`src/verilog/beeb_mem_cfg.svh`:
```
// memory system widths, array depths, rom bank count and credit limits
`ifndef BEEB_MEM_CFG_SVH
`define BEEB_MEM_CFG_SVH

// ========================================================================
// address map
// ========================================================================

// core byte address, bit 18 picks ram
`define MEM_ADDR_BITS 19
// byte offset inside one 16 KB rom slot
`define ROM_OFS_BITS 14
// physical rom banks behind the slot remap
`define ROM_BANKS 14
// rom load port addresses 16-bit words
`define ROM_WORD_BITS 17
// main, shadow and sideways ram bytes
`define RAM_DEPTH 212992

// ========================================================================
// flow control
// ========================================================================

// request queue entries, also the requester's starting credits
`define REQ_DEPTH 4
// read data buffer entries
`define RESP_DEPTH 4
`define CREDIT_BITS 3

`endif

```
`src/verilog/bus_pkg.sv`:
```
// request kind enum, credit counter type, request queue pointer type
`default_nettype none

package bus_pkg;

	`include "beeb_mem_cfg.svh"

	// one bit is enough, no other transaction kinds
	typedef enum logic {
		req_read  = 1'b0,
		req_write = 1'b1
	} req_kind_e;

	// credits held and queue occupancy
	typedef logic [`CREDIT_BITS-1:0] credit_t;

	// wraps naturally, depth is a power of two
	typedef logic [$clog2(`REQ_DEPTH)-1:0] queue_idx_t;

endpackage

`default_nettype wire

```
`src/verilog/resp_credit_out.sv`:
```
// read data buffer with slot reservation, sent only against consumer credits
`default_nettype none
`timescale 1ns/100ps

`include "beeb_mem_cfg.svh"

module resp_credit_out import bus_pkg::*; (
	input  wire        clk_sys,
	input  wire        reset,
	input  wire        rd_issue,
	input  wire        rd_done,
	input  wire [7:0]  rd_data,
	input  wire        resp_credit,
	output logic       buf_ready,
	output logic       resp_valid,
	output logic [7:0] resp_data
);

	localparam int            PTR_BITS = $clog2(`RESP_DEPTH);
	localparam int            CNT_BITS = PTR_BITS + 1;
	localparam [CNT_BITS-1:0] DEPTH_C  = CNT_BITS'(`RESP_DEPTH);

	logic [7:0]          buf_mem [`RESP_DEPTH];
	logic [PTR_BITS-1:0] wr_ptr;
	logic [PTR_BITS-1:0] rd_ptr;
	// entries held and reads still in the pipeline
	logic [CNT_BITS-1:0] count;
	logic [CNT_BITS-1:0] reserve;
	credit_t             credits;
	logic                send;

	// oldest entry leaves whenever a credit is held
	assign send       = (count != '0) && (credits != '0);
	assign resp_valid = send;
	assign resp_data  = buf_mem[rd_ptr];
	// in-flight reads already own their slot
	assign buf_ready  = (count + reserve) < DEPTH_C;

	always_ff @(posedge clk_sys) begin
		if (rd_done)
			buf_mem[wr_ptr] <= rd_data;
	end

	always_ff @(posedge clk_sys) begin
		if (reset) begin
			wr_ptr  <= '0;
			rd_ptr  <= '0;
			count   <= '0;
			reserve <= '0;
			credits <= '0;
		end else begin
			if (rd_done)
				wr_ptr <= wr_ptr + 1'b1;
			if (send)
				rd_ptr <= rd_ptr + 1'b1;
			count   <= count + CNT_BITS'(rd_done) - CNT_BITS'(send);
			reserve <= reserve + CNT_BITS'(rd_issue) - CNT_BITS'(rd_done);
			credits <= credits + credit_t'(resp_credit) - credit_t'(send);
		end
	end

	a_send_credit : assert property (@(posedge clk_sys) disable iff (reset)
		resp_valid |-> (credits != '0))
		else $error("response sent with no consumer credit");

	// every completing read must have reserved its slot at issue
	a_done_reserved : assert property (@(posedge clk_sys) disable iff (reset)
		rd_done |-> (reserve != '0))
		else $error("read completed without a buffer reservation");

endmodule

`default_nettype wire

```
`config.mk`:
```
export PLATFORM = sky130hd
export DESIGN_NAME = resp_credit_out
export DESIGN_NICKNAME = d
export VERILOG_FILES = /design/src/verilog/bus_pkg.sv /design/src/verilog/resp_credit_out.sv
export VERILOG_INCLUDE_DIRS = /design/src /design/src/verilog
export SDC_FILE = /design/constraint.sdc
export NUM_CORES = 1
export LEC_CHECK = 0
export BUFFER_PORTS_ARGS = -buffer_cell sky130_fd_sc_hd__buf_2
export CAP_MARGIN = 20
export CORE_MARGIN = 8
export CORE_UTILIZATION = 50
export CTS_CLUSTER_SIZE = 16
export DETAILED_ROUTE_END_ITERATION = 12
export PLACE_DENSITY = 0.72
export REMOVE_ABC_BUFFERS = 1
export SYNTH_ARGS = -nofsm -noshare
export SYNTH_HDL_FRONTEND = slang
export SYNTH_SLANG_ARGS = --single-unit
```
`constraint.sdc`:
```
create_clock -name clk_sys -period 4.75 [get_ports clk_sys]
set_clock_uncertainty 0.05 [all_clocks]
set_input_delay 0.95 -clock clk_sys [delete_from_list [all_inputs] [get_ports clk_sys]]
set_output_delay 0.95 -clock clk_sys [all_outputs]
set_load 0.02 [all_outputs]
```
==> flow_summary.toml <==
[run_status]
status = "finished, final reports clean"

[logic_synthesis]
yosysWarnings = 0
synth.most_common_cell = "edfxtp_1"
synth_cells = 121
seq_area_frac_synth = 0.654
synth_edf_count = 32
synth_top_area_cell = "edfxtp_1"
syn_avg_cell_area_um2 = 15.9
synth-seq-cells = 47
yosysTopAreaCellShare = 0.498
yosysUniqueCellTypes = 25
synthTopCellsByCount = "edfxtp_1 (32), dfxtp_1 (15), ha_1 (9), inv_1 (9)"
synth_ff_type = "edfxtp_1"
ys_top_cells_by_area = "edfxtp_1 (50%), dfxtp_1 (16%), mux4_2 (9.3%)"
netlist_area_um2 = 1930
async_flop_share = 0

[global_routing]
antenna_found_initial = 0
grt_max_degree = 17
grt.overflow.total = 0
grt_pass1_vias = 1063
grt_pass1_wl_um = 4770
track_usage = 0.101

[sta]
clock.fmax_ghz = 0.366
layout_min_cycle_time_ns = 2.73
setup_ws_ns = 2.02
finalHoldViolations = 0
period_share = 0.575
tns_ns = 0
holdWs_ns = 0.453
relSlewSlack = 0.629
rsz0062_at_grt = "false"
worst_pin_slew_ns = 0.556
slew_violations = 0
setup_viol = 0

[floorplanning]
die_area_um2 = 6100
fp.dieH_um = 78.1
die_w_um = 78.1
coreArea_um2 = 3690
ios = 23
initial_core_util = 0.523
num_rows = 22

[placement]
dp_hpwl_um = 2110
portBuffers = 22
place_congestion = 0.681
dp.cells = 188
dp_slack_ns = 2.21

[layout]
final_layout_size_suffix_gt1_frac = 0.284
nets = 172
n_antenna_cell = 0
final_cells = 196
area_growth_pct = 13.0
nFillCells = 306

[critical_path]
endpoint = "resp_data[0]"
crit_arrival_ns = 1.73
cp_top_family = "flip-flops"
cp-end-kind = "primary output"
crit_path_max_incr_delay_ns = 0.68
path_max_fanout = 8
r2r_cells = 9
path_class = "reg2out"
path_cells = "mux4_2, buf_2"
critPathLaunchType = "register"
cp.depth = 2
crit_buf_inv = 1
worstReg2RegStart = "count[1]"
critPathSlowestCell = "dfxtp_1"
reg2reg_slack_ns = 2.59
worstPathRequired_ns = 3.75
r2r-end = "credits[2]"

[detailed_routing]
ant_nets = 0
dr.pass1.iters = 4
drt_iter0_markers = 43
drt-total-wl_um = 2880
vias = 1028
drc = 0
vias_per_cell = 5.24
wl_per_cell_um = 14.7

[clocking]
postCtsSetupBuffers = 0
cts_buffers = 5
cts_sinks = 47
cts_tree = "built"
clock_latency_ns = 0.29
cts_resized = 0
cts_root_buf = "clkbuf_8"
clockBufferDepth = 2
clkTransAtPathRegs_ns = 0.08
h-tree-depth = 2
hold_buffers = 0

[power]
p_per_area_nw_per_um2 = 531
peakVddDrop_mv = 0.268
leakagePower_nw = 0.814
p_total_mw = 1.16

[min_path]
hold_depth = 2
hp-class = "reg2reg"

[flow_run]
maxCapViolCount = 0
## worst register-to-register path: stages, from the launching register on
cell and delay (ns):
dfxtp_1 0.44, nor3_2 0.13, nor3_1 0.33, a21o_2 0.14
ha_1 0.13, inv_1 0.05, fa_1 0.38, xor2_1 0.17
and2_1 0.17, nor3_1 0.11
## worst min-delay path by stage
stage	from	endpoint	slack (ns)
floorplan	rd_ptr[1]	register	0.40
global placement	rd_ptr[1]	rd_ptr[1]	0.41
detailed placement	rd_ptr[1]	rd_ptr[1]	0.44
CTS	rd_ptr[1]	register	0.45
global route	rd_ptr[1]	register	0.48
finish	rd_ptr[1]	register	0.45
## per-layer routing
layer,routed length (um),vias up,global-route usage
met5,0,-,0
met4,63,0,0.0556
li1,-,493,-
met3,150,7,0.0319
met1,1230,503,0.118
met2,1440,25,0.162
## power by group
group          internal, mW  switching (mW)  total, mW
combinational         0.177           0.197      0.374
clock                 0.105           0.131      0.236
sequential            0.492          0.0560      0.548
total                 0.774           0.384       1.16
## stage by stage
step	instance area [um2]	util
global route	2180	0.591
global placement	2090	0.566
detailed placement	2090	0.566
floorplan	1920	-
finish	2180	0.591
CTS	2180	0.591
## cells in the final DEF (no fill, tap or decap), types with 2 or more instances in the layout
cell type / netlist / final
edfxtp_1: 32 / 32
buf_2: 1 / 22
dfxtp_1: 15 / 15
inv_1: 9 / 9
ha_1: 9 / 9
nor2_1: 8 / 8
mux4_2: 8 / 8
and2_1: 6 / 6
xnor2_1: 5 / 5
clkbuf_8: 0 / 5
nor3_1: 4 / 4
nor2b_1: 4 / 4
a21oi_1: 3 / 3
fa_1: 3 / 3
nor3_2: 2 / 2
xor2_1: 2 / 2
clkinv_4: 0 / 2
## layout make-up
cell class | count | area (um2) | share of cell area
clock buffer | 5 | 68.8 | 0.0316
clock inverter | 3 | 25.0 | 0.0115
inverter | 9 | 33.8 | 0.0155
multi-input combinational | 62 | 622 | 0.285
sequential | 47 | 1260 | 0.578
tap | 48 | 60.1 | 0.0275
timing repair buffer | 22 | 110 | 0.0505
## kinds of logic (layout without fill, tap and decap cells)
logic type	after synthesis	in the layout	share of synthesized area
flops	47	47	0.654
simple gates	26	26	0.0765
fa+ha+maj	12	12	0.0895
buf+inv	12	39	0.0240
mux	9	9	0.0986
compound gates	8	8	0.0259
xor+xnor	7	7	0.0318
## state kept, by name (all words and copies together) (netlist names), named ones only
signal and flops:
wr_ptr 2, credits 3, rd_ptr 2, buf_mem 32, count 3, reserve 3
Note: power is estimated with default switching activity, not from simulation.
