==> config.mk <==
export PLATFORM = sky130hd
export DESIGN_NAME = req_queue
export DESIGN_NICKNAME = d
export VERILOG_FILES = /design/src/verilog/mem_map_pkg.sv /design/src/verilog/bus_pkg.sv /design/src/verilog/req_queue.sv
export VERILOG_INCLUDE_DIRS = /design/src /design/src/verilog
export SDC_FILE = /design/constraint.sdc
export NUM_CORES = 1
export LEC_CHECK = 0
export ABC_CLOCK_PERIOD_IN_PS = 1800
export BUFFER_PORTS_ARGS = -buffer_cell sky130_fd_sc_hd__clkbuf_2
export CORE_MARGIN = 4
export CORE_UTILIZATION = 45
export CTS_BUF_LIST = sky130_fd_sc_hd__clkbuf_16
export DETAILED_ROUTE_END_ITERATION = 6
export PLACE_DENSITY = 0.75
export SLEW_MARGIN = 20
export SYNTH_ARGS = -nofsm -noshare
export SYNTH_HDL_FRONTEND = slang
export SYNTH_SLANG_ARGS = --single-unit
==> constraint.sdc <==
create_clock -name clk_sys -period 1.8 [get_ports clk_sys]
set_input_delay 0.54 -clock clk_sys [delete_from_list [all_inputs] [get_ports clk_sys]]
set_output_delay 0.54 -clock clk_sys [all_outputs]
set_load 0.01 [all_outputs]
==> src/verilog/beeb_mem_cfg.svh <==
// memory system widths, array depths, rom bank count and credit limits
`ifndef BEEB_MEM_CFG_SVH
`define BEEB_MEM_CFG_SVH

// ========================================================================
// address map
// ========================================================================

// core byte address, bit 18 picks ram
`define MEM_ADDR_BITS 19
// byte offset inside one 16 KB rom slot
`define ROM_OFS_BITS 14
// physical rom banks behind the slot remap
`define ROM_BANKS 14
// rom load port addresses 16-bit words
`define ROM_WORD_BITS 17
// main, shadow and sideways ram bytes
`define RAM_DEPTH 212992

// ========================================================================
// flow control
// ========================================================================

// request queue entries, also the requester's starting credits
`define REQ_DEPTH 4
// read data buffer entries
`define RESP_DEPTH 4
`define CREDIT_BITS 3

`endif

==> src/verilog/mem_map_pkg.sv <==
// address union with ram and rom views, machine model enum, rom bank index
`default_nettype none

package mem_map_pkg;

	`include "beeb_mem_cfg.svh"

	// ====================================================================
	// core address decode
	// ====================================================================

	// one core address seen two ways
	// is_ram set selects the ram view, clear selects the rom view
	typedef union packed {
		struct packed {
			logic                            is_ram;
			logic [`MEM_ADDR_BITS-2:0]       ofs;
		} ram;
		struct packed {
			logic                                       is_ram;
			// sixteen logical 16 KB slots
			logic [`MEM_ADDR_BITS-`ROM_OFS_BITS-2:0]    slot;
			logic [`ROM_OFS_BITS-1:0]                   ofs;
		} rom;
	} mem_addr_u;

	// model picks the slot remap table
	typedef enum logic {
		model_b      = 1'b0,
		model_master = 1'b1
	} machine_model_e;

	// physical bank, 0..13 in use
	typedef logic [$clog2(`ROM_BANKS)-1:0] rom_bank_t;

endpackage

`default_nettype wire

==> src/verilog/bus_pkg.sv <==
// request kind enum, credit counter type, request queue pointer type
`default_nettype none

package bus_pkg;

	`include "beeb_mem_cfg.svh"

	// one bit is enough, no other transaction kinds
	typedef enum logic {
		req_read  = 1'b0,
		req_write = 1'b1
	} req_kind_e;

	// credits held and queue occupancy
	typedef logic [`CREDIT_BITS-1:0] credit_t;

	// wraps naturally, depth is a power of two
	typedef logic [$clog2(`REQ_DEPTH)-1:0] queue_idx_t;

endpackage

`default_nettype wire

==> src/verilog/req_queue.sv <==
// credited request queue feeding the access stage, returns one credit per pop
`default_nettype none
`timescale 1ns/100ps

`include "beeb_mem_cfg.svh"

module req_queue import bus_pkg::*, mem_map_pkg::*; (
	input  wire             clk_sys,
	input  wire             reset,
	input  wire             req_valid,
	input  wire req_kind_e  req_kind,
	input  wire mem_addr_u  req_addr,
	input  wire [7:0]       req_wdata,
	input  wire             issue_ready,
	output logic            issue_valid,
	output req_kind_e       issue_kind,
	output mem_addr_u       issue_addr,
	output logic [7:0]      issue_wdata,
	output logic            req_credit
);

	localparam credit_t DEPTH_C = credit_t'(`REQ_DEPTH);

	// entry storage, payload only
	req_kind_e  kind_mem [`REQ_DEPTH];
	mem_addr_u  addr_mem [`REQ_DEPTH];
	logic [7:0] data_mem [`REQ_DEPTH];

	queue_idx_t wr_ptr;
	queue_idx_t rd_ptr;
	credit_t    count;
	logic       pop;

	// head is always presented
	assign issue_valid = (count != '0);
	assign issue_kind  = kind_mem[rd_ptr];
	assign issue_addr  = addr_mem[rd_ptr];
	assign issue_wdata = data_mem[rd_ptr];
	assign pop         = issue_valid && issue_ready;

	always_ff @(posedge clk_sys) begin
		if (req_valid) begin
			kind_mem[wr_ptr] <= req_kind;
			addr_mem[wr_ptr] <= req_addr;
			data_mem[wr_ptr] <= req_wdata;
		end
	end

	always_ff @(posedge clk_sys) begin
		if (reset) begin
			wr_ptr     <= '0;
			rd_ptr     <= '0;
			count      <= '0;
			req_credit <= 1'b0;
		end else begin
			if (req_valid)
				wr_ptr <= wr_ptr + 1'b1;
			if (pop)
				rd_ptr <= rd_ptr + 1'b1;
			count <= count + credit_t'(req_valid) - credit_t'(pop);
			// credit goes back the cycle after the pop
			req_credit <= pop;
		end
	end

	// requester may only send while it holds a credit
	// so a full queue means it pushed without one
	a_push_credit : assert property (@(posedge clk_sys) disable iff (reset)
		req_valid |-> (count != DEPTH_C))
		else $error("request pushed into full queue, requester out of credit");

endmodule

`default_nettype wire

==> results.json <==
{
  "outcome": "finished with violations",
  "failed_checks": "negative setup slack",
  "yosysSeqAreaShare": 0.777,
  "synth_cell_types": 21,
  "criticalPathCategory": "flip-flop to output port",
  "max-cap-violations": 0,
  "cp.arrival_ns": 1.68,
  "postSynthCellCount": 193,
  "worst_pin_slew_ns": 0.422,
  "fp.coreArea_um2": 9860,
  "dpl_cell_area_um2": 5170,
  "areaGrowthSynthToFinish_pct": 29.3,
  "path_cells": "buf_12 > buf_16 > mux4_2 > clkbuf_2",
  "setup_viol": 29,
  "worstReg2RegStart": "count[2]",
  "cp.depth": 4,
  "number_of_drc_markers_in_iteration_0": 86,
  "slowest_stage": "mux4_2",
  "first_pass_grt_wire_length_um": 12700,
  "post-route-min-period_ns": 2.22,
  "cp_max_fo": 5,
  "num_io_pins": 62,
  "critPathBufInv": 3,
  "grt_use_total": 0.153,
  "antenna_cells_inserted": 0,
  "finalWorstSetupSlack_ns": -0.423,
  "reg2regPathDepth": 6,
  "grt_overflow_total": 0,
  "grt_use_met1": 0.176,
  "timing.final.max_slew_violations": 0,
  "min_path_cells": 1,
  "globalRouteMet2Util": 0.262,
  "finalHoldViolCount": 0,
  "initial_utilization": 0.465,
  "synth.ff_latch_count": 122,
  "htree_num_levels": 4,
  "rows": 36,
  "die-area_um2": 11900,
  "clockRootBuffer": "clkbuf_16",
  "die_ht_um": 109,
  "route.antenna.remaining_nets": 0,
  "drt-wirelength-per-cell_um": 19.0,
  "detailroute.via_count": 2178,
  "stdcell_area_um2": 5930,
  "hold_class": "primary input to flip-flop",
  "drc": 0,
  "fin_nets": 325,
  "cts.sinks": 122,
  "crit_family": "multiplexers",
  "total_leakage_power_uw": 0.00213,
  "finalCritPeriodShare": 1.24,
  "synth-warning-count": 0,
  "cts_hold_buffers": 0,
  "postSynthNetCount": 232,
  "cts-buffers-inserted": 17,
  "syn-cell-area_um2": 4590,
  "clk_pin_slew_ns": 0.06,
  "number_of_antenna_violations_at_the_first_check_in_global_routing": 0,
  "drive_gt1_frac": 0.505,
  "whs_ns": 0.354,
  "cts_tree": "done",
  "final_core_utilization": 0.601,
  "die_width_um": 109,
  "totalNegativeSetupSlack_ns": -10.56,
  "unrepaired_setup_endpoints_after_global_routing": "yes",
  "detailedPlace.worstSlack_ns": -0.136,
  "gr_util_met3": 0.0485,
  "vdd.ir_drop.worst_v": 0.000700,
  "worst-endpoint-required_ns": 1.26,
  "worstReg2RegEnd": "count[1]",
  "cts.path.max_buffers": 2,
  "port_buffers": 61,
  "worstSkewPairLatency_ns": 0.40,
  "first_global_vias": 2410,
  "grt_max_degree": 29,
  "delay_of_the_slowest_cell_on_the_worst_path_ns": 0.49,
  "max_slew_headroom": 0.715,
  "routed_via_density": 5.04,
  "fmax_mhz": 450,
  "gp_congestion": 0.646,
  "first_pass_iters": 4,
  "gr_busiest_metal": "met2",
  "start_kind": "flip-flop",
  "fillCellCount": 700,
  "timing.critical_path.to_type": "output port",
  "drt-total-wl_um": 8200,
  "power_per_cell_area_nw_per_um2": 1470,
  "crit_path_end": "issue_addr[16]",
  "skew_ns": 0.00483,
  "post_synth.cell_area_avg_um2": 23.8,
  "place.detailed.hpwl_um": 4760,
  "reg2reg_slack_ns": 0
}
## state kept, by name, summed over array words and instances, names as in the netlist, named ones only
register,cells
count,3
data_mem,32
addr_mem,76
wr_ptr,2
kind_mem,4
req_credit,1
rd_ptr,2
## how the worst min path moves through the flow
stage                            start  slack, ns         endpoint
after floorplan              wr_ptr[1]       0.51        wr_ptr[1]
after global placement       wr_ptr[1]       0.55        wr_ptr[1]
after detailed placement     wr_ptr[0]       0.56        wr_ptr[0]
after CTS                  req_addr[8]       0.34   addr_mem[1][8]
after global routing      req_addr[12]       0.35  addr_mem[1][12]
final                     req_addr[14]       0.35  addr_mem[3][14]
## placed cells by master, fill, tap and decap left out, types with 5 or more instances in the layout
cell type	synthesis	layout
buf_12	2	7
buf_4	0	9
bufinv_16	0	5
clkbuf_16	0	17
clkbuf_2	0	59
dfxtp_1	10	7
edfxtp_1	112	112
ha_1	6	5
inv_1	6	6
inv_6	0	5
mux4_2	20	28
nor2_1	5	5
nor2b_1	5	5
## synth_stat cells
cell      instances  share of area
and2_1            4         0.0055
buf_12            2         0.0087
buf_2             3         0.0033
buf_6             1         0.0025
clkbuf_1          1        0.00082
dfxtp_1          10          0.044
edfxtp_1        112           0.73
fa_1              1         0.0044
ha_1              6          0.016
inv_1             6         0.0049
mux2_2            3         0.0074
mux2i_1           1         0.0022
mux4_1            8          0.046
mux4_2           20          0.098
nor2_1            5         0.0041
nor2b_1           5         0.0068
o311ai_0          1         0.0019
o31a_1            1         0.0019
or3_1             1         0.0014
xnor2_1           1         0.0019
xor3_1            1         0.0052
## final cells by class
cell class | count | area, um^2 | share of cell area
clock inverter | 15 | 236 | 0.0399
multi-input combinational | 58 | 908 | 0.153
timing repair buffer | 81 | 601 | 0.101
sequential | 122 | 3570 | 0.602
clock buffer | 17 | 425 | 0.0717
tap | 133 | 166 | 0.0281
inverter | 6 | 22.5 | 0.00380
## worst register-to-register path: stages (launching register included)
cell and delay (ns):
dfxtp_2 0.32, o31a_1 0.31, ha_1 0.28, inv_1 0.04, ha_2 0.16, fa_2 0.51, nor2b_1 0.11
## routing by layer
| metal | share of wire | wire (um) |
|---|---|---|
| met5 | 0 | 0 |
| met4 | 0.020 | 161 |
| met3 | 0.049 | 398 |
| met2 | 0.54 | 4420 |
| met1 | 0.39 | 3220 |
## cell families (layout without fill, tap and decap cells)
| logic type | after synthesis | in the layout | synth area share |
|---|---|---|---|
| buf+inv | 13 | 119 | 0.0202 |
| xor+xnor | 2 | 2 | 0.00709 |
| simple gates | 15 | 15 | 0.0177 |
| mux | 32 | 32 | 0.154 |
| compound gates | 2 | 2 | 0.00382 |
| fa+ha+maj | 7 | 7 | 0.0207 |
| flops | 122 | 122 | 0.777 |
## through the flow
step           instances  power, uW
2_1_floorplan        193       4350
3_3_place_gp         393       4780
3_5_place_dp         393       4820
4_1_cts              431       8800
5_1_grt              432       9100
6_report             432       8740
## report_power, final
group | internal, uW | total (uW) | leakage (uW) | switching (uW)
clock | 2490 | 3750 | 0.000325 | 1260
sequential | 3290 | 3370 | 0.00111 | 82.6
combinational | 921 | 1610 | 0.000691 | 692
total | 6700 | 8740 | 0.00213 | 2030
## timing repair
action,4_1_cts,5_1_grt
cloned,2,0
pin swaps,3,3
gates resized for setup,17,3
endpoints found under the hold margin,0,0
setup endpoints to repair,30,31
buffers inserted,4,1
Note: power is estimated with default switching activity, not from simulation.
